==> src/hw/mci_pkg.sv <==
package mci_pkg;

    ////////////////////////////////////////////////////////////////////////////
    // Bus widths
    ////////////////////////////////////////////////////////////////////////////
    localparam int ADDR_WIDTH = 32;
    localparam int DATA_WIDTH = 32;
    localparam int USER_WIDTH = 32;
    localparam int KB         = 1024;

    ////////////////////////////////////////////////////////////////////////////
    // Memory map
    ////////////////////////////////////////////////////////////////////////////
    // Register window, fixed 4 KB
    localparam logic [ADDR_WIDTH-1:0] REG_START_ADDR = 32'h0000_0000;
    localparam int                    REG_SIZE_BYTES = 4 * KB;

    // Memory windows, sizes set at the top level
    localparam logic [ADDR_WIDTH-1:0] MBOX_START_ADDR = 32'h0040_0000;
    localparam logic [ADDR_WIDTH-1:0] SRAM_START_ADDR = 32'h00C0_0000;

    ////////////////////////////////////////////////////////////////////////////
    // Control registers
    ////////////////////////////////////////////////////////////////////////////
    localparam logic [DATA_WIDTH-1:0] HW_ID_VALUE = 32'h4D43_4901;

    // Byte offset bits inside the register window
    localparam int REG_OFS_WIDTH = $clog2(REG_SIZE_BYTES);

    localparam logic [REG_OFS_WIDTH-1:0] REG_HW_ID      = 12'h000;
    localparam logic [REG_OFS_WIDTH-1:0] REG_SRAM_LOCK  = 12'h004;
    localparam logic [REG_OFS_WIDTH-1:0] REG_SCRATCH0   = 12'h008;
    localparam logic [REG_OFS_WIDTH-1:0] REG_SCRATCH1   = 12'h00C;
    localparam logic [REG_OFS_WIDTH-1:0] REG_MISS_COUNT = 12'h010;

    // Decoded request target
    typedef enum logic [1:0] {
        TGT_NONE,
        TGT_REG,
        TGT_MBOX,
        TGT_SRAM
    } target_e;

    // Memory read sequence
    typedef enum logic {
        MEM_IDLE,
        MEM_READ_DATA
    } mem_state_e;

endpackage

==> src/hw/mci_ctrl_regs.sv <==
module mci_ctrl_regs (
    input  logic                            clk,
    input  logic                            arst_n,

    // Request from decoder
    input  logic                            dv,
    input  logic [mci_pkg::ADDR_WIDTH-1:0]  addr,
    input  logic                            write,
    input  logic [mci_pkg::DATA_WIDTH-1:0]  wdata,
    input  logic                            wr_priv,
    input  logic                            req_miss,

    // Response
    output logic [mci_pkg::DATA_WIDTH-1:0]  rdata,
    output logic                            hold,
    output logic                            error,

    // Lock to the SRAM
    output logic                            sram_wr_lock
);

    logic [mci_pkg::REG_OFS_WIDTH-1:0] ofs;
    logic                              is_rw;
    logic                              is_ro;
    logic                              wr_en;
    logic                              sram_lock_q;
    logic [mci_pkg::DATA_WIDTH-1:0]    scratch0_q;
    logic [mci_pkg::DATA_WIDTH-1:0]    scratch1_q;
    logic [mci_pkg::DATA_WIDTH-1:0]    miss_count_q;

    // Window offset with upper bits stripped by the decoder
    assign ofs = addr[mci_pkg::REG_OFS_WIDTH-1:0];

    ////////////////////////////////////////////////////////////////////////////
    // Read mux and offset classify
    ////////////////////////////////////////////////////////////////////////////
    always_comb begin
        rdata = '0;
        is_rw = 1'b0;
        is_ro = 1'b0;
        case (ofs)
            mci_pkg::REG_HW_ID: begin
                rdata = mci_pkg::HW_ID_VALUE;
                is_ro = 1'b1;
            end
            mci_pkg::REG_SRAM_LOCK: begin
                // Only bit 0 implemented
                rdata = {{(mci_pkg::DATA_WIDTH-1){1'b0}}, sram_lock_q};
                is_rw = 1'b1;
            end
            mci_pkg::REG_SCRATCH0: begin
                rdata = scratch0_q;
                is_rw = 1'b1;
            end
            mci_pkg::REG_SCRATCH1: begin
                rdata = scratch1_q;
                is_rw = 1'b1;
            end
            mci_pkg::REG_MISS_COUNT: begin
                rdata = miss_count_q;
                is_ro = 1'b1;
            end
            default: begin
            end
        endcase
    end

    // Write lands only on a writable register with privilege
    assign wr_en = dv & write & wr_priv & is_rw;

    // Unmapped, read-only target or missing privilege
    assign error = dv & (~(is_rw | is_ro) | (write & (~wr_priv | is_ro)));

    // Always single cycle
    assign hold         = 1'b0;
    assign sram_wr_lock = sram_lock_q;

    ////////////////////////////////////////////////////////////////////////////
    // Register state
    ////////////////////////////////////////////////////////////////////////////
    always_ff @(posedge clk or negedge arst_n) begin
        if (!arst_n) begin
            sram_lock_q <= 1'b0;
            scratch0_q  <= '0;
            scratch1_q  <= '0;
        end else if (wr_en) begin
            case (ofs)
                mci_pkg::REG_SRAM_LOCK: sram_lock_q <= wdata[0];
                mci_pkg::REG_SCRATCH0:  scratch0_q  <= wdata;
                mci_pkg::REG_SCRATCH1:  scratch1_q  <= wdata;
                default: begin
                end
            endcase
        end
    end

    // Miss counter sticks at all ones
    always_ff @(posedge clk or negedge arst_n) begin
        if (!arst_n) begin
            miss_count_q <= '0;
        end else if (req_miss && !(&miss_count_q)) begin
            miss_count_q <= miss_count_q + 1'b1;
        end
    end

    ////////////////////////////////////////////////////////////////////////////
    // Assertions
    ////////////////////////////////////////////////////////////////////////////
    // A rejected write leaves every register as it was
    err_wr_no_effect_a: assert property (@(posedge clk) disable iff (!arst_n)
        (error && write) |=>
            ($stable(sram_lock_q) && $stable(scratch0_q) && $stable(scratch1_q)));

endmodule

==> config.mk <==
export PLATFORM = sky130hd
export DESIGN_NAME = mci_ctrl_regs
export DESIGN_NICKNAME = d
export VERILOG_FILES = /design/src/hw/mci_pkg.sv /design/src/hw/mci_ctrl_regs.sv
export SDC_FILE = /design/constraint.sdc
export NUM_CORES = 1
export LEC_CHECK = 0
export ABC_AREA = 0
export BUFFER_PORTS_ARGS = -buffer_cell sky130_fd_sc_hd__buf_2
export CAP_MARGIN = 20
export CORE_ASPECT_RATIO = 1.25
export CORE_MARGIN = 5
export CORE_UTILIZATION = 35
export DETAILED_ROUTE_END_ITERATION = 16
export PLACE_DENSITY_LB_ADDON = 0.2
export SYNTH_ARGS = -nofsm -noshare
export SYNTH_HDL_FRONTEND = slang
export SYNTH_SLANG_ARGS = --single-unit
==> constraint.sdc <==
create_clock -name clk -period 3.4 [get_ports clk]
set_input_delay 0.34 -clock clk [delete_from_list [all_inputs] [get_ports clk]]
set_output_delay 0.34 -clock clk [all_outputs]
set_load 0.05 [all_outputs]
==> impl_metrics.json, run 1 <==
{
  "final_nets": 546,
  "path_cells": "buf_2 > nor4_1 > nand3_1 > nor4_2 > buf_4 > a222oi_1 > inv_1 > buf_2",
  "die-area_um2": 15600,
  "end_kind": "output pin",
  "area_growth_pct": 19.8,
  "fmax_ghz": 0.374,
  "cp-start-kind": "input pin",
  "r2r_end": "miss_count_q[1]$_DFFE_PN0P_",
  "finalHoldViolCount": 0,
  "met2_length_um": 5310,
  "yosysWarnings": 0,
  "power_mw": 2.42,
  "outcome": "complete, no violations",
  "topRoutingLayerUsed": "met4",
  "drv_cap": 0,
  "gp_congestion": 0.744,
  "crit_path_top_delay_cell": "nor4_1",
  "ctsHoldBuffers": 0,
  "drt-pass1-iter-count": 5,
  "ys_seq_area_frac": 0.525,
  "grt_antenna_before_repair": 0,
  "tightest_slew_ps": 676,
  "route.detailed.drc": 0,
  "cts_tree": "done",
  "final_cell_mix": "dfrtp_1, buf_2, mux2_2, inv_1, a222oi_1",
  "start_util": 0.352,
  "grt_max_degree": 48,
  "setup_viol": 0,
  "ctsResizeCount": 0,
  "dr.first_iter.drc_count": 151,
  "r2r_setup_slack_ps": 1030,
  "vias": 3385,
  "grt_pass1_wl_um": 18000,
  "powerDensity_nw_per_um2": 436,
  "crit_path_end": "rdata[28]",
  "post_route_cells_drive_above_1_share": 0.374,
  "final_area_um2": 5530,
  "cts_num_sinks": 97,
  "dp_hpwl_um": 7730,
  "diodes": 0,
  "cts.clk_slew.worst_paths_ps": 60,
  "post-route-period-util": 0.787,
  "rsz0062_at_grt": "false",
  "m1WireLength_um": 5020,
  "layout_commonest_cell": "dfrtp_1",
  "placed_area_um2": 5240,
  "ant_nets": 0,
  "cts_buffer_depth": 2,
  "startpoint": "addr[7]",
  "routed-wl-met3_um": 499,
  "path_class": "in2out",
  "rows": 47,
  "post_cts_buffers": 0,
  "synthCells": 392,
  "postLayoutCoreUtil": 0.422,
  "ir_worst_vdd_v": 0.000225,
  "grt_overflow_total": 0,
  "synth.distinct_cells": 38,
  "numCtsBuffers": 9,
  "fin_skew_ps": 6.64,
  "clk_latency_ps": 340,
  "pre_cts_ws_ps": 700,
  "n_fill_cell": 1256,
  "cp.required_ps": 3060,
  "grt_pass1_vias": 3509,
  "fin_ws_ps": 726,
  "die_w_um": 113,
  "cpPeakStageDelay_ps": 440,
  "synthesis.nets": 463,
  "fp.dieH_um": 138,
  "viasPerCell": 5.21,
  "htree_levels": 3,
  "wl_um": 11000,
  "port_buffers": 83,
  "worstReg2RegStart": "miss_count_q[14]$_DFFE_PN0P_",
  "pin_count": 105,
  "rr_worst_depth": 4,
  "syn_area_per_cell_um2": 11.8,
  "setup-tns-final_ps": 0,
  "slew_headroom": 0.545,
  "maxSlewViolCount": 0,
  "grt_usage": 0.143,
  "crit_path_frequent_cell": "buf_2",
  "crit_fanout": 31,
  "synth-seq-cells": 97,
  "core_um2": 13100,
  "crit_arrival_ps": 2330,
  "syn_area_um2": 4620,
  "period_needed_ps": 2670,
  "root_buffer": "clkbuf_16",
  "wl_per_cell_um": 17.0,
  "min_path_type": "in2async",
  "leakage_nw": 2.88
}
==> worst min path at each step <==
stage / startpoint / endpoint / slack (ps) / cells after the start
2_1_floorplan: arst_n / miss_count_q[0]$_DFFE_PN0P_ / 40 / 0
6_report: arst_n / scratch1_q[0]$_DFFE_PN0P_ / 10 / 1
4_1_cts: arst_n / sram_wr_lock$_DFFE_PN0P_ / 30 / 1
3_5_place_dp: arst_n / scratch0_q[0]$_DFFE_PN0P_ / 400 / 1
3_3_place_gp: arst_n / scratch1_q[8]$_DFFE_PN0P_ / 380 / 1
5_1_grt: arst_n / scratch1_q[0]$_DFFE_PN0P_ / 70 / 1
==> Yosys cell counts (all sizes together) <==
cell type / count / area (µm²)
or2: 1 / 6.26
nand2: 18 / 67.6
conb: 1 / 3.75
or3: 2 / 13.8
nor3: 9 / 45.0
a2111oi: 1 / 8.76
ha: 1 / 12.5
nand3: 10 / 62.6
xnor2: 16 / 140
and2: 2 / 12.5
and3: 4 / 26.3
o21ai: 4 / 20.0
o31ai: 2 / 42.5
dfrtp: 97 / 2430
a21oi: 13 / 65.1
mux2i: 1 / 10.0
inv: 37 / 139
xor2: 12 / 105
nor2: 16 / 60.1
clkbuf: 10 / 37.5
o21a: 1 / 7.51
and4: 4 / 35.0
o2111ai: 1 / 8.76
nand4: 11 / 68.8
or4: 2 / 18.8
o211a: 1 / 10.0
nor4: 7 / 43.8
a222oi: 21 / 210
mux2: 66 / 747
buf: 9 / 47.6
a31oi: 1 / 6.26
a221o: 11 / 110
==> metrics by stage <==
stage          hold WS (ps)  std cells
2_1_floorplan          44.4        392
5_1_grt                65.4        650
3_3_place_gp            384        635
4_1_cts                32.6        650
3_5_place_dp            401        635
6_report               13.2        650
==> worst max-delay path, delay by kind of cell <==
| kind | cells | cell delay (ps) |
|---|---|---|
| and+or+nand+nor | 3 | 930 |
| buffers and inverters | 4 | 850 |
| AOI/OAI and AO/OA | 1 | 210 |
==> registers in the layout, indices dropped and copies added, names as in the netlist <==
register / flops
scratch0_q: 32
scratch1_q: 32
sram_wr_lock: 1
miss_count_q: 32
==> where the power goes <==
group | internal [mW] | leakage (nW) | switching, mW
registers | 1.20 | 1.33 | 0.0607
clock network | 0.588 | 0.140 | 0.406
logic | 0.0748 | 1.41 | 0.0899
total | 1.86 | 2.88 | 0.557
==> routing by layer <==
metal / vias to the layer above / GRT usage
met5: - / 0
met4: 0 / 0.0487
met3: 13 / 0.0306
met2: 74 / 0.225
met1: 1697 / 0.197
li1: 1601 / -
==> layout make-up <==
| type | count | area [µm²] | area share |
|---|---|---|---|
| Timing Repair Buffer | 91 | 478 | 0.0864 |
| Clock inverter | 2 | 38.8 | 0.00701 |
| Tap cell | 171 | 214 | 0.0387 |
| Clock buffer | 13 | 250 | 0.0452 |
| Multi-Input combinational cell | 239 | 1990 | 0.359 |
| Inverter | 37 | 139 | 0.0251 |
| Sequential cell | 97 | 2430 | 0.439 |
==> cell families after synthesis <==
group	count (synthesis)	synth area share
AOI/OAI and AO/OA	56	0.106
DFF	97	0.525
adders and majority gates	1	0.00271
xor gates and xnor gates	28	0.0531
other	1	0.000812
buffers and inverters	56	0.0485
muxes	67	0.164
and+or+nand+nor	86	0.0997
Note: power is estimated with default switching activity, not from simulation.
==> inputs of run 2 (changes only) <==
clock period = 2.65 ns   (was 3.4 ns; I/O delays follow)
==> run 2 against run 1 <==
The run now ends with negative hold slack left; register-to-register slack lost 760 ps; sequential share of layout area shrank 0.48 points; setup slack lost 460 ps; first-iteration DRC count grew 62%; total power grew 25%; flip-flop and latch count is the same; die area is the same; combinational power grew 29%; global-route usage grew 0.38 points; final cell count grew 0.62%; critical path type is now reg2reg.
==> impl_metrics.json, run 2 (same netlist as run 1, synthesis figures left out) <==
{
  "rows": 47,
  "post_cts_buffers": 0,
  "vias": 3432,
  "post_route_cells_drive_above_1_share": 0.385,
  "drv_cap": 0,
  "slew_headroom": 0.494,
  "cp-start-kind": "flip-flop",
  "cpPeakStageDelay_ps": 700,
  "htree_levels": 3,
  "grt_max_degree": 56,
  "port_buffers": 83,
  "fin_skew_ps": 7.75,
  "diodes": 0,
  "layout_commonest_cell": "dfrtp_1",
  "numCtsBuffers": 9,
  "hold-worst-slack_ps": -2.70,
  "clk_latency_ps": 340,
  "crit_fanout": 10,
  "final_cell_mix": "dfrtp_1, buf_2, mux2_2, inv_1, a222oi_1",
  "rsz0062_at_grt": "false",
  "cts_tree": "done",
  "r2r_end": "miss_count_q[1]$_DFFE_PN0P_",
  "violations": "negative hold slack",
  "dr.first_iter.drc_count": 245,
  "post-route-period-util": 0.898,
  "drt-pass1-iter-count": 5,
  "r2r_setup_slack_ps": 270,
  "cts_num_sinks": 97,
  "setup-tns-final_ps": 0,
  "finalHoldViolCount": 2,
  "min_path_type": "in2async",
  "fp.dieH_um": 138,
  "top_regs": "miss_count_q: 32 flops, scratch0_q: 32 flops, scratch1_q: 32 flops",
  "die-area_um2": 15600,
  "grt_overflow_total": 0,
  "pin_count": 105,
  "powerDensity_nw_per_um2": 541,
  "crit_arrival_ps": 2600,
  "gp_congestion": 0.776,
  "worstReg2RegStart": "miss_count_q[15]$_DFFE_PN0P_",
  "cts_buffer_depth": 2,
  "ant_nets": 0,
  "maxSlewViolCount": 0,
  "dp_hpwl_um": 7870,
  "core_um2": 13100,
  "grt_pass1_vias": 3626,
  "leakage_nw": 2.91,
  "viasPerCell": 5.25,
  "rr_worst_depth": 4,
  "final_nets": 550,
  "fmax_ghz": 0.420,
  "tightest_slew_ps": 759,
  "wl_per_cell_um": 17.0,
  "cts.clk_slew.worst_paths_ps": 70,
  "crit_path_top_delay_cell": "or4_1",
  "setup_viol": 0,
  "wl_um": 11100,
  "outcome": "finished, violations left",
  "period_needed_ps": 2380,
  "end_kind": "flip-flop",
  "ir_worst_vdd_v": 0.000283,
  "die_w_um": 113,
  "cp.required_ps": 2870,
  "grt_antenna_before_repair": 0,
  "grt_usage": 0.147,
  "path_class": "reg2reg",
  "start_util": 0.352,
  "route.detailed.drc": 0,
  "ctsHoldBuffers": 0,
  "area_growth_pct": 21.1,
  "path_cells": "nand4_1 > or4_1 > o31ai_4 > mux2_4",
  "ctsResizeCount": 0,
  "root_buffer": "clkbuf_16",
  "grt_pass1_wl_um": 18500
}
[run 2: cell types whose count changed in the layout (fill, tap and decap cells not counted), sizes merged]
cell	before	now
bufinv	1	0
clkinv	1	3
clkinvlp	0	1
buf	91	95
inv	37	38
clkbuf	13	10
[run 2: per-stage QoR]
step	util	worst slack, ps	power [mW]	std cells	cell area, µm²
after floorplan	-	344	1.73	392	4620
after global placement	0.406	293	1.85	639	5320
after detailed placement	0.406	298	1.86	639	5320
after CTS	0.427	283	3.07	654	5590
after global routing	0.427	141	3.16	654	5590
final	0.427	270	3.03	654	5590
[run 2: cell type report]
| class | instances | area, µm² |
|---|---|---|
| flip-flops and latches | 97 | 2430 |
| fillers | 1244 | 7520 |
| clock inverters | 5 | 31.3 |
| clock buffers | 10 | 239 |
| multi-input cells | 239 | 1990 |
| well taps | 171 | 214 |
| inverters | 37 | 139 |
| repair buffers | 95 | 558 |
[run 2: critical path: cells and delay by family, from the launching register on]
kind | cells | cell delay, ps
simple gates | 2 | 950
compound gates | 1 | 540
flops | 1 | 430
mux | 1 | 340
[run 2: worst max-delay path by stage]
stage | slack, ps | start | endpoint
final | 270 | miss_count_q[15]$_DFFE_PN0P_ | miss_count_q[1]$_DFFE_PN0P_
after floorplan | 340 | addr[7] | rdata[11]
after detailed placement | 300 | miss_count_q[14]$_DFFE_PN0P_ | miss_count_q[1]$_DFFE_PN0P_
after CTS | 280 | miss_count_q[15]$_DFFE_PN0P_ | miss_count_q[1]$_DFFE_PN0P_
after global placement | 290 | addr[7] | rdata[27]
after global routing | 140 | miss_count_q[14]$_DFFE_PN0P_ | miss_count_q[1]$_DFFE_PN0P_
[run 2: report_power, final]
group	total, mW	switching [mW]	internal, mW
combinational	0.213	0.114	0.0985
sequential	1.61	0.0767	1.53
clock	1.21	0.551	0.655
total	3.03	0.742	2.29
[run 2: routing by layer]
metal,global-route usage,part of all wire,vias up
met4,0.0589,0.017,0
met5,0,0,-
met2,0.229,0.49,88
met3,0.0249,0.044,11
met1,0.204,0.45,1728
li1,-,-,1605
