`src/hw/mci_pkg.sv`:
```
package mci_pkg;

    ////////////////////////////////////////////////////////////////////////////
    // Bus widths
    ////////////////////////////////////////////////////////////////////////////
    localparam int ADDR_WIDTH = 32;
    localparam int DATA_WIDTH = 32;
    localparam int USER_WIDTH = 32;
    localparam int KB         = 1024;

    ////////////////////////////////////////////////////////////////////////////
    // Memory map
    ////////////////////////////////////////////////////////////////////////////
    // Register window, fixed 4 KB
    localparam logic [ADDR_WIDTH-1:0] REG_START_ADDR = 32'h0000_0000;
    localparam int                    REG_SIZE_BYTES = 4 * KB;

    // Memory windows, sizes set at the top level
    localparam logic [ADDR_WIDTH-1:0] MBOX_START_ADDR = 32'h0040_0000;
    localparam logic [ADDR_WIDTH-1:0] SRAM_START_ADDR = 32'h00C0_0000;

    ////////////////////////////////////////////////////////////////////////////
    // Control registers
    ////////////////////////////////////////////////////////////////////////////
    localparam logic [DATA_WIDTH-1:0] HW_ID_VALUE = 32'h4D43_4901;

    // Byte offset bits inside the register window
    localparam int REG_OFS_WIDTH = $clog2(REG_SIZE_BYTES);

    localparam logic [REG_OFS_WIDTH-1:0] REG_HW_ID      = 12'h000;
    localparam logic [REG_OFS_WIDTH-1:0] REG_SRAM_LOCK  = 12'h004;
    localparam logic [REG_OFS_WIDTH-1:0] REG_SCRATCH0   = 12'h008;
    localparam logic [REG_OFS_WIDTH-1:0] REG_SCRATCH1   = 12'h00C;
    localparam logic [REG_OFS_WIDTH-1:0] REG_MISS_COUNT = 12'h010;

    // Decoded request target
    typedef enum logic [1:0] {
        TGT_NONE,
        TGT_REG,
        TGT_MBOX,
        TGT_SRAM
    } target_e;

    // Memory read sequence
    typedef enum logic {
        MEM_IDLE,
        MEM_READ_DATA
    } mem_state_e;

endpackage

```
`src/hw/mci_sub_decode.sv`:
```
module mci_sub_decode #(
    parameter int MBOX_SIZE_KB = 16,
    parameter int SRAM_SIZE_KB = 64
) (
    input  logic                            clk,
    input  logic                            arst_n,

    // SoC request port
    input  logic                            soc_dv,
    input  logic [mci_pkg::ADDR_WIDTH-1:0]  soc_addr,
    input  logic                            soc_write,
    input  logic [mci_pkg::DATA_WIDTH-1:0]  soc_wdata,
    input  logic [mci_pkg::USER_WIDTH-1:0]  soc_user,
    output logic [mci_pkg::DATA_WIDTH-1:0]  soc_rdata,
    output logic                            soc_hold,
    output logic                            soc_error,

    // Privileged user straps
    input  logic [mci_pkg::USER_WIDTH-1:0]  strap_mcu_lsu_axi_user,
    input  logic [mci_pkg::USER_WIDTH-1:0]  strap_mcu_ifu_axi_user,
    input  logic [mci_pkg::USER_WIDTH-1:0]  strap_mcu_sram_config_axi_user,
    input  logic [mci_pkg::USER_WIDTH-1:0]  strap_mci_soc_config_axi_user,

    // Target responses
    input  logic [mci_pkg::DATA_WIDTH-1:0]  reg_rdata,
    input  logic                            reg_hold,
    input  logic                            reg_error,
    input  logic [mci_pkg::DATA_WIDTH-1:0]  mbox_rdata,
    input  logic                            mbox_hold,
    input  logic                            mbox_error,
    input  logic [mci_pkg::DATA_WIDTH-1:0]  sram_rdata,
    input  logic                            sram_hold,
    input  logic                            sram_error,

    // Target requests
    output logic                            reg_dv,
    output logic                            mbox_dv,
    output logic                            sram_dv,
    output logic [mci_pkg::ADDR_WIDTH-1:0]  tgt_addr,
    output logic                            tgt_write,
    output logic [mci_pkg::DATA_WIDTH-1:0]  tgt_wdata,
    output logic                            reg_wr_priv,
    output logic                            mbox_wr_priv,
    output logic                            sram_wr_priv,
    output logic                            req_miss,

    // Privilege flags
    output logic                            axi_mcu_req,
    output logic                            axi_mci_soc_config_req,
    output logic                            axi_mcu_sram_config_req
);

    // Inclusive window ends
    localparam logic [mci_pkg::ADDR_WIDTH-1:0] REG_END_ADDR =
        mci_pkg::REG_START_ADDR + mci_pkg::REG_SIZE_BYTES - 1;
    localparam logic [mci_pkg::ADDR_WIDTH-1:0] MBOX_END_ADDR =
        mci_pkg::MBOX_START_ADDR + MBOX_SIZE_KB * mci_pkg::KB - 1;
    localparam logic [mci_pkg::ADDR_WIDTH-1:0] SRAM_END_ADDR =
        mci_pkg::SRAM_START_ADDR + SRAM_SIZE_KB * mci_pkg::KB - 1;

    mci_pkg::target_e               tgt;
    mci_pkg::target_e               sel;
    logic [mci_pkg::ADDR_WIDTH-1:0] tgt_base;
    logic                           soc_config_disable;
    logic                           soc_config_force;

    ////////////////////////////////////////////////////////////////////////////
    // Address decode
    ////////////////////////////////////////////////////////////////////////////
    always_comb begin
        tgt = mci_pkg::TGT_NONE;
        if (soc_addr inside {[mci_pkg::REG_START_ADDR:REG_END_ADDR]}) begin
            tgt = mci_pkg::TGT_REG;
        end else if (soc_addr inside {[mci_pkg::MBOX_START_ADDR:MBOX_END_ADDR]}) begin
            tgt = mci_pkg::TGT_MBOX;
        end else if (soc_addr inside {[mci_pkg::SRAM_START_ADDR:SRAM_END_ADDR]}) begin
            tgt = mci_pkg::TGT_SRAM;
        end
    end

    // Only a live request selects a target
    assign sel = soc_dv ? tgt : mci_pkg::TGT_NONE;

    assign reg_dv   = (sel == mci_pkg::TGT_REG);
    assign mbox_dv  = (sel == mci_pkg::TGT_MBOX);
    assign sram_dv  = (sel == mci_pkg::TGT_SRAM);
    // Misses are counted by the register block
    assign req_miss = soc_dv & (tgt == mci_pkg::TGT_NONE);

    ////////////////////////////////////////////////////////////////////////////
    // Request fan-out and response mux
    ////////////////////////////////////////////////////////////////////////////
    always_comb begin
        tgt_base  = mci_pkg::REG_START_ADDR;
        soc_rdata = '0;
        soc_hold  = 1'b0;
        soc_error = 1'b0;
        case (sel)
            mci_pkg::TGT_REG: begin
                soc_rdata = reg_rdata;
                soc_hold  = reg_hold;
                soc_error = reg_error;
            end
            mci_pkg::TGT_MBOX: begin
                tgt_base  = mci_pkg::MBOX_START_ADDR;
                soc_rdata = mbox_rdata;
                soc_hold  = mbox_hold;
                soc_error = mbox_error;
            end
            mci_pkg::TGT_SRAM: begin
                tgt_base  = mci_pkg::SRAM_START_ADDR;
                soc_rdata = sram_rdata;
                soc_hold  = sram_hold;
                soc_error = sram_error;
            end
            default: begin
            end
        endcase
    end

    // Offset within the selected window
    assign tgt_addr  = soc_addr - tgt_base;
    assign tgt_write = soc_write;
    assign tgt_wdata = soc_wdata;

    ////////////////////////////////////////////////////////////////////////////
    // Privileged user detect
    ////////////////////////////////////////////////////////////////////////////
    // All zeros turns the SoC-config user off and all ones grants it to everyone
    assign soc_config_disable = ~|strap_mci_soc_config_axi_user;
    assign soc_config_force   = &strap_mci_soc_config_axi_user;

    assign axi_mci_soc_config_req = soc_dv &
        (((soc_user == strap_mci_soc_config_axi_user) & ~soc_config_disable) |
         soc_config_force);
    assign axi_mcu_req = soc_dv & ((soc_user == strap_mcu_lsu_axi_user) |
                                   (soc_user == strap_mcu_ifu_axi_user));
    assign axi_mcu_sram_config_req = soc_dv & (soc_user == strap_mcu_sram_config_axi_user);

    // Per-target write privilege
    assign reg_wr_priv  = axi_mci_soc_config_req;
    assign mbox_wr_priv = axi_mcu_req | axi_mci_soc_config_req;
    assign sram_wr_priv = axi_mcu_req | axi_mcu_sram_config_req;

    ////////////////////////////////////////////////////////////////////////////
    // Assertions
    ////////////////////////////////////////////////////////////////////////////
    // Offset handed to a target stays inside its window
    tgt_ofs_in_window_a: assert property (@(posedge clk) disable iff (!arst_n)
        (!reg_dv  || (tgt_addr < mci_pkg::REG_SIZE_BYTES)) &&
        (!mbox_dv || (tgt_addr < MBOX_SIZE_KB * mci_pkg::KB)) &&
        (!sram_dv || (tgt_addr < SRAM_SIZE_KB * mci_pkg::KB)));

    // A miss answers with zero data and no hold or error
    miss_quiet_rsp_a: assert property (@(posedge clk) disable iff (!arst_n)
        req_miss |-> (soc_rdata == '0) && !soc_hold && !soc_error);

    // Windows in ascending order without overlap
    initial begin
        win_order_a: assert (REG_END_ADDR < mci_pkg::MBOX_START_ADDR &&
                             MBOX_END_ADDR < mci_pkg::SRAM_START_ADDR);
    end

endmodule

```
`config.mk`:
```
export PLATFORM = sky130hd
export DESIGN_NAME = mci_sub_decode
export DESIGN_NICKNAME = d
export VERILOG_FILES = /design/src/hw/mci_pkg.sv /design/src/hw/mci_sub_decode.sv
export SDC_FILE = /design/constraint.sdc
export NUM_CORES = 1
export LEC_CHECK = 0
export BUFFER_PORTS_ARGS = -buffer_cell sky130_fd_sc_hd__clkbuf_2
export CORE_AREA = 8 8 164 166
export DETAILED_ROUTE_END_ITERATION = 8
export DIE_AREA = 0 0 172 174
export GPL_ROUTABILITY_DRIVEN = 0
export GPL_TIMING_DRIVEN = 1
export SLEW_MARGIN = 20
export SYNTH_ARGS = -nofsm -noshare
export SYNTH_HDL_FRONTEND = slang
export SYNTH_SLANG_ARGS = --single-unit
```
`constraint.sdc`:
```
create_clock -name vclk -period 2.7
set_clock_uncertainty 0.05 [all_clocks]
set_input_delay 0.135 -clock vclk [all_inputs]
set_output_delay 0.135 -clock vclk [all_outputs]
set_load 0.02 [all_outputs]
```
==> summary.md, run 1 <==
| Metric | Value |
|---|---|
| Avg Vias per Cell | 4.17 |
| Yosys cell types | 32 |
| Layout clock buffer count | 0 |
| Area post-placement | 0.00495 sq mm |
| Combinational power share | 100.0% |
| Switching Share | 54.0% |
| Worst path required time | 2.52 ns |
| First-pass GRT wire length | 30800 um |
| Hold WC Path Type | input pin to output port |
| Most common cell after layout, fill and taps aside | clkbuf_2 |
| Synth area leaders | xor2_1 37%, buf_4 14%, o2bb2ai_2 9.9% |
| Mapped Cells | 380 |
| DIE WIDTH | 172 um |
| Count of endpoints failing hold in the final timing report | 0 |
| 1st-iter DRT viols | 163 |
| Hold path cells | 0 |
| P_int | 0.299 mW |
| Core Area | 0.0245 sq mm |
| Register area share after synthesis | 0% |
| 1st-pass router iterations | 4 |
| Total gr overflow | 0 |
| Final WL | 22700 um |
| Worst vdd ir | 0.0775 mV |
| Die Span Y | 174 um |
| Most frequent cells in the layout | 338 x clkbuf_2, 124 x xor2_1, 41 x nor4_1 |
| Synthesized net count | 713 |
| Total chip power | 0.649 mW |
| Clock network power share | 0% |
| Vias | 4231 |
| I/O Buffers | 347 |
| Largest net degree at the start of global routing | 38 |
| Final Max Slew Viols | 0 |
| Fillers | 2826 |
| Pwr/cell area | 127 mW/mm^2 |
| Fin area | 0.00513 sq mm |
| Vias in the first global route | 4683 |
| Period utilization | 104% |
| CP startpoint | soc_addr[26] |
| Hpwl dp | 20600 um |
| Initial Util | 12.4% |
| Sequential share of power | 0% |
| Hold worst-path end | tgt_wdata[13] |
| CP max FO | 4 |
| Slew HR | 66.3% |
| Worst Path Class, Setup | input pin to output port |
| Synthesized area | 0.00303 sq mm |
| Gr usage total | 13.8% |
| Max cap viols | 0 |
| Share of layout cells above drive strength 1 | 61.5% |
| Diode count | 0 |
| P_leak | 2.51 nW |
| Yosys Warn Count | 0 |
| Critical Path AT | 2.62 ns |
| Least-Margin Pin Slew | 0.501 ns |
| Psw | 0.351 mW |
| Area Overhead vs Synth | 69.2% |
| Finish-stage setup viols | 6 |
| Initial antenna violation count | 2 |
| Startpoint Class | input pin |
| Failing checks | negative setup slack |
| Hold path startpoint | soc_wdata[13] |
| Post-route antenna net violation count | 0 |
| Site Rows | 58 |
| Synthesized area per cell | 7.98 sq um |
| Synth top area share | 36.7% |
| Die area | 0.0299 sq mm |
| I/O pin count | 439 |
| WL/cell | 22.3 um |
| Setup repair after global routing missed its margin | yes |
| Post-layout min period | 2.81 ns |
| Run status | complete, but fails checks |
| Seq. cell area | 0 sq um |
| F_max | 356 MHz |
| Setup ws final | -0.110 ns |
| Remaining DRCs | 0 |
| CP Capture Type | output port |
| Final-stage net count | 1020 |
| FFs & Latches | 0 |
| Area leader, netlist | xor2_1 |
==> how the worst max path moves through the flow <==
stage	end	slack [ns]	depth (start not counted)
final	tgt_addr[31]	-0.11	12
after global routing	tgt_addr[31]	-0.28	14
after CTS	tgt_addr[31]	-0.11	14
after detailed placement	tgt_addr[31]	-0.26	12
after global placement	tgt_addr[31]	-0.21	12
after floorplan	tgt_addr[31]	-0.08	12
==> layer usage <==
metal | vias to the layer above | wire [um] | global-route usage (%)
li1 | 1976 | - | -
met1 | 1876 | 8250 | 14.8
met2 | 342 | 11400 | 26.2
met3 | 37 | 2380 | 3.52
met4 | 0 | 663 | 3.34
met5 | - | 0 | 0
==> through the flow <==
| stage | TNS [ns] | hold WS (ns) | utilization [%] | cells | worst slack [ns] |
|---|---|---|---|---|---|
| after floorplan | -0.271 | 0.307 | - | 380 | -0.0792 |
| after global placement | -0.951 | 0.220 | 20.2 | 1007 | -0.206 |
| after detailed placement | -1.23 | 0.220 | 20.2 | 1007 | -0.257 |
| after CTS | -0.266 | 0.220 | 20.6 | 1011 | -0.109 |
| after global routing | -1.50 | 0.220 | 20.9 | 1015 | -0.280 |
| final | -0.431 | 0.220 | 20.9 | 1015 | -0.110 |
==> critical path: stages <==
cell and delay, ns:
buf_8 0.10, nor4_4 0.29, nand4b_1 0.19, nor4_4 0.21
and3_4 0.25, nand2_4 0.06, ha_4 0.21, a21o_1 0.19
or3_4 0.43, nor3b_4 0.24, xor2_2 0.16, clkbuf_8 0.16
==> cells in the mapped netlist, types with 2 or more instances <==
cell	number
nand4_1	18
a22oi_1	34
nor4_2	2
o2bb2ai_1	14
buf_6	3
nor4_1	43
ha_1	2
clkbuf_1	7
inv_1	2
nor2_1	7
buf_2	4
nand2_1	6
buf_4	57
xor2_1	127
and2_1	5
xnor2_1	8
nand3_1	2
a21o_1	2
o2bb2ai_2	20
nor3_1	5
==> cell type report <==
type | instances | area [sq um] | share of cell area [%]
inverters | 3 | 11.3 | 0.219
multi-input cells | 306 | 2690 | 52.4
well taps | 330 | 413 | 8.04
repair buffers | 376 | 2020 | 39.4
==> kinds of logic (layout without fill, tap and decap cells) <==
kind of cell	Yosys count	in the layout	share of synthesized area (%)
XOR/XNOR	135	135	39.0
buffers and inverters	74	379	17.1
AND/OR/NAND/NOR	93	93	18.4
adder cells (fa/ha/maj)	3	3	1.48
AO/OA/AOI/OAI	75	75	24.0
==> power groups by stage <==
stage                     Sequential [mW]  Clock (mW)  Combinational [mW]
after detailed placement                0           0               0.634
final                                   0           0               0.649
after global routing                    0           0               0.701
after global placement                  0           0               0.627
after CTS                               0           0               0.645
after floorplan                         0           0               0.331
==> repair_timing <==
action	4_1_cts	5_1_grt
endpoints found under the setup margin	6	8
setup buffers	4	5
pin swaps	9	7
hold buffers	0	0
resized for setup	13	21
(Power assumes the default switching activity.)
==> run 2: changes to the inputs <==
- PLACE_DENSITY_LB_ADDON: default -> 0.08
==> summary.md, run 2 (synthesis results as in run 1) <==
| Metric | Value |
|---|---|
| Critical Path AT | 2.61 ns |
| Worst path required time | 2.52 ns |
| Top Family by Delay on Critical Path | simple AND/OR/NAND/NOR gates |
| Worst vdd ir | 0.0715 mV |
| Share of layout cells above drive strength 1 | 61.4% |
| Hpwl dp | 19700 um |
| Post-layout min period | 2.79 ns |
| Setup ws final | -0.0910 ns |
| Slew HR | 63.1% |
| Post-route antenna net violation count | 0 |
| Hold Slack | 0.220 ns |
| Worst-path cell chain | clkbuf_2, nor4_4, nand4b_1, nor4_4, and3_4, nand2_4, ha_4, a21o_1, or3_4, nor3b_4, xor2_2, clkbuf_8 |
| 1st-pass router iterations | 4 |
| Total gr overflow | 0 |
| Run status | complete, but fails checks |
| Largest net degree at the start of global routing | 38 |
| Pwr/cell area | 124 mW/mm^2 |
| Gr usage total | 13.1% |
| Cell Count, Final, Fillers Out | 1017 |
| DIE WIDTH | 172 um |
| Core Area | 0.0245 sq mm |
| Seq. cell area | 0 sq um |
| Die area | 0.0299 sq mm |
| Max incr delay on CP | 0.39 ns |
| Site Rows | 58 |
| Hold path startpoint | soc_wdata[19] |
| FFs & Latches | 0 |
| I/O Buffers | 347 |
| 1st-iter DRT viols | 95 |
| Initial Util | 12.4% |
| Failing checks | negative setup slack |
| Area Overhead vs Synth | 70.5% |
| Count of endpoints failing hold in the final timing report | 0 |
| Area post-placement | 0.00498 sq mm |
| Worst Path Buf+Inv | 2 |
| Final-stage net count | 1022 |
| Layout clock buffer count | 0 |
| WL/cell | 21.0 um |
| Hold worst-path end | tgt_wdata[19] |
| Hold Buf Count CTS | 0 |
| Vias | 4073 |
| Placed cell count | 1009 |
| Initial antenna violation count | 2 |
| Met1 usage | 13.6% |
| CP Capture Type | output port |
| Post-Route Utilization | 21.1% |
| Die Span Y | 174 um |
| Finish-stage setup viols | 2 |
| Hold path cells | 0 |
| CP max FO | 4 |
| Diode count | 0 |
| First-pass GRT wire length | 30300 um |
| F_max | 358 MHz |
| Max cap viols | 0 |
| I/O pin count | 439 |
| GRT Max-Usage Layer | met2 |
| Avg Vias per Cell | 4.00 |
| Fin area | 0.00517 sq mm |
| Most frequent cells in the layout | 340 x clkbuf_2, 124 x xor2_1, 41 x nor4_1 |
| Met3 usage | 5.33% |
| CP most frequent cell | nor4_4 |
| Met2 Use GR | 24.5% |
| Vias in the first global route | 4722 |
| Startpoint Class | input pin |
| Crit-path slowest cell | or3_4 |
| Final Max Slew Viols | 0 |
| Remaining DRCs | 0 |
| Setup repair after global routing missed its margin | yes |
| Period utilization | 103% |
| Least-Margin Pin Slew | 0.549 ns |
| P_leak | 2.52 nW |
| Hold WC Path Type | input pin to output port |
| Worst Path Class, Setup | input pin to output port |
| Most common cell after layout, fill and taps aside | clkbuf_2 |
| Setup TNS | -0.161 ns |
| Final WL | 21400 um |
==> run 2: worst max path at each step <==
| stage | start | end | slack (ns) | cells past startpoint |
|---|---|---|---|---|
| final | soc_addr[31] | tgt_addr[31] | -0.09 | 12 |
| after global routing | soc_addr[31] | tgt_addr[31] | -0.24 | 14 |
| after detailed placement | soc_addr[28] | tgt_addr[29] | -0.37 | 12 |
| after CTS | soc_addr[28] | tgt_addr[31] | -0.18 | 14 |
| after global placement | soc_addr[28] | tgt_addr[31] | -0.30 | 12 |
| after floorplan | soc_addr[28] | tgt_addr[31] | -0.08 | 12 |
==> run 2: final cells by class <==
cell class	instances	area, sq um
fillers	2900	19400
inverters	3	11.3
multi-input cells	306	2700
well taps	330	413
repair buffers	378	2050
==> run 2: layer usage <==
layer	share of wire, %	routed length [um]
met3	13	2790
met2	50	10700
met5	0.13	27
met4	1.9	416
met1	35	7450
==> run 2: power breakdown <==
group / internal [mW] / switching [mW]
clock network: 0 / 0
logic: 0.301 / 0.338
registers: 0 / 0
==> run 2: metrics by stage <==
stage | worst slack, ns | power [mW]
global route | -0.236 | 0.702
finish | -0.0910 | 0.640
detailed placement | -0.372 | 0.636
CTS | -0.179 | 0.648
floorplan | -0.0792 | 0.331
global placement | -0.302 | 0.633
==> run 2: what timing repair did <==
item | CTS | global route
setup buffers | 4 | 4
pin swaps | 7 | 5
resized for setup | 15 | 16
endpoints found under the setup margin | 8 | 6
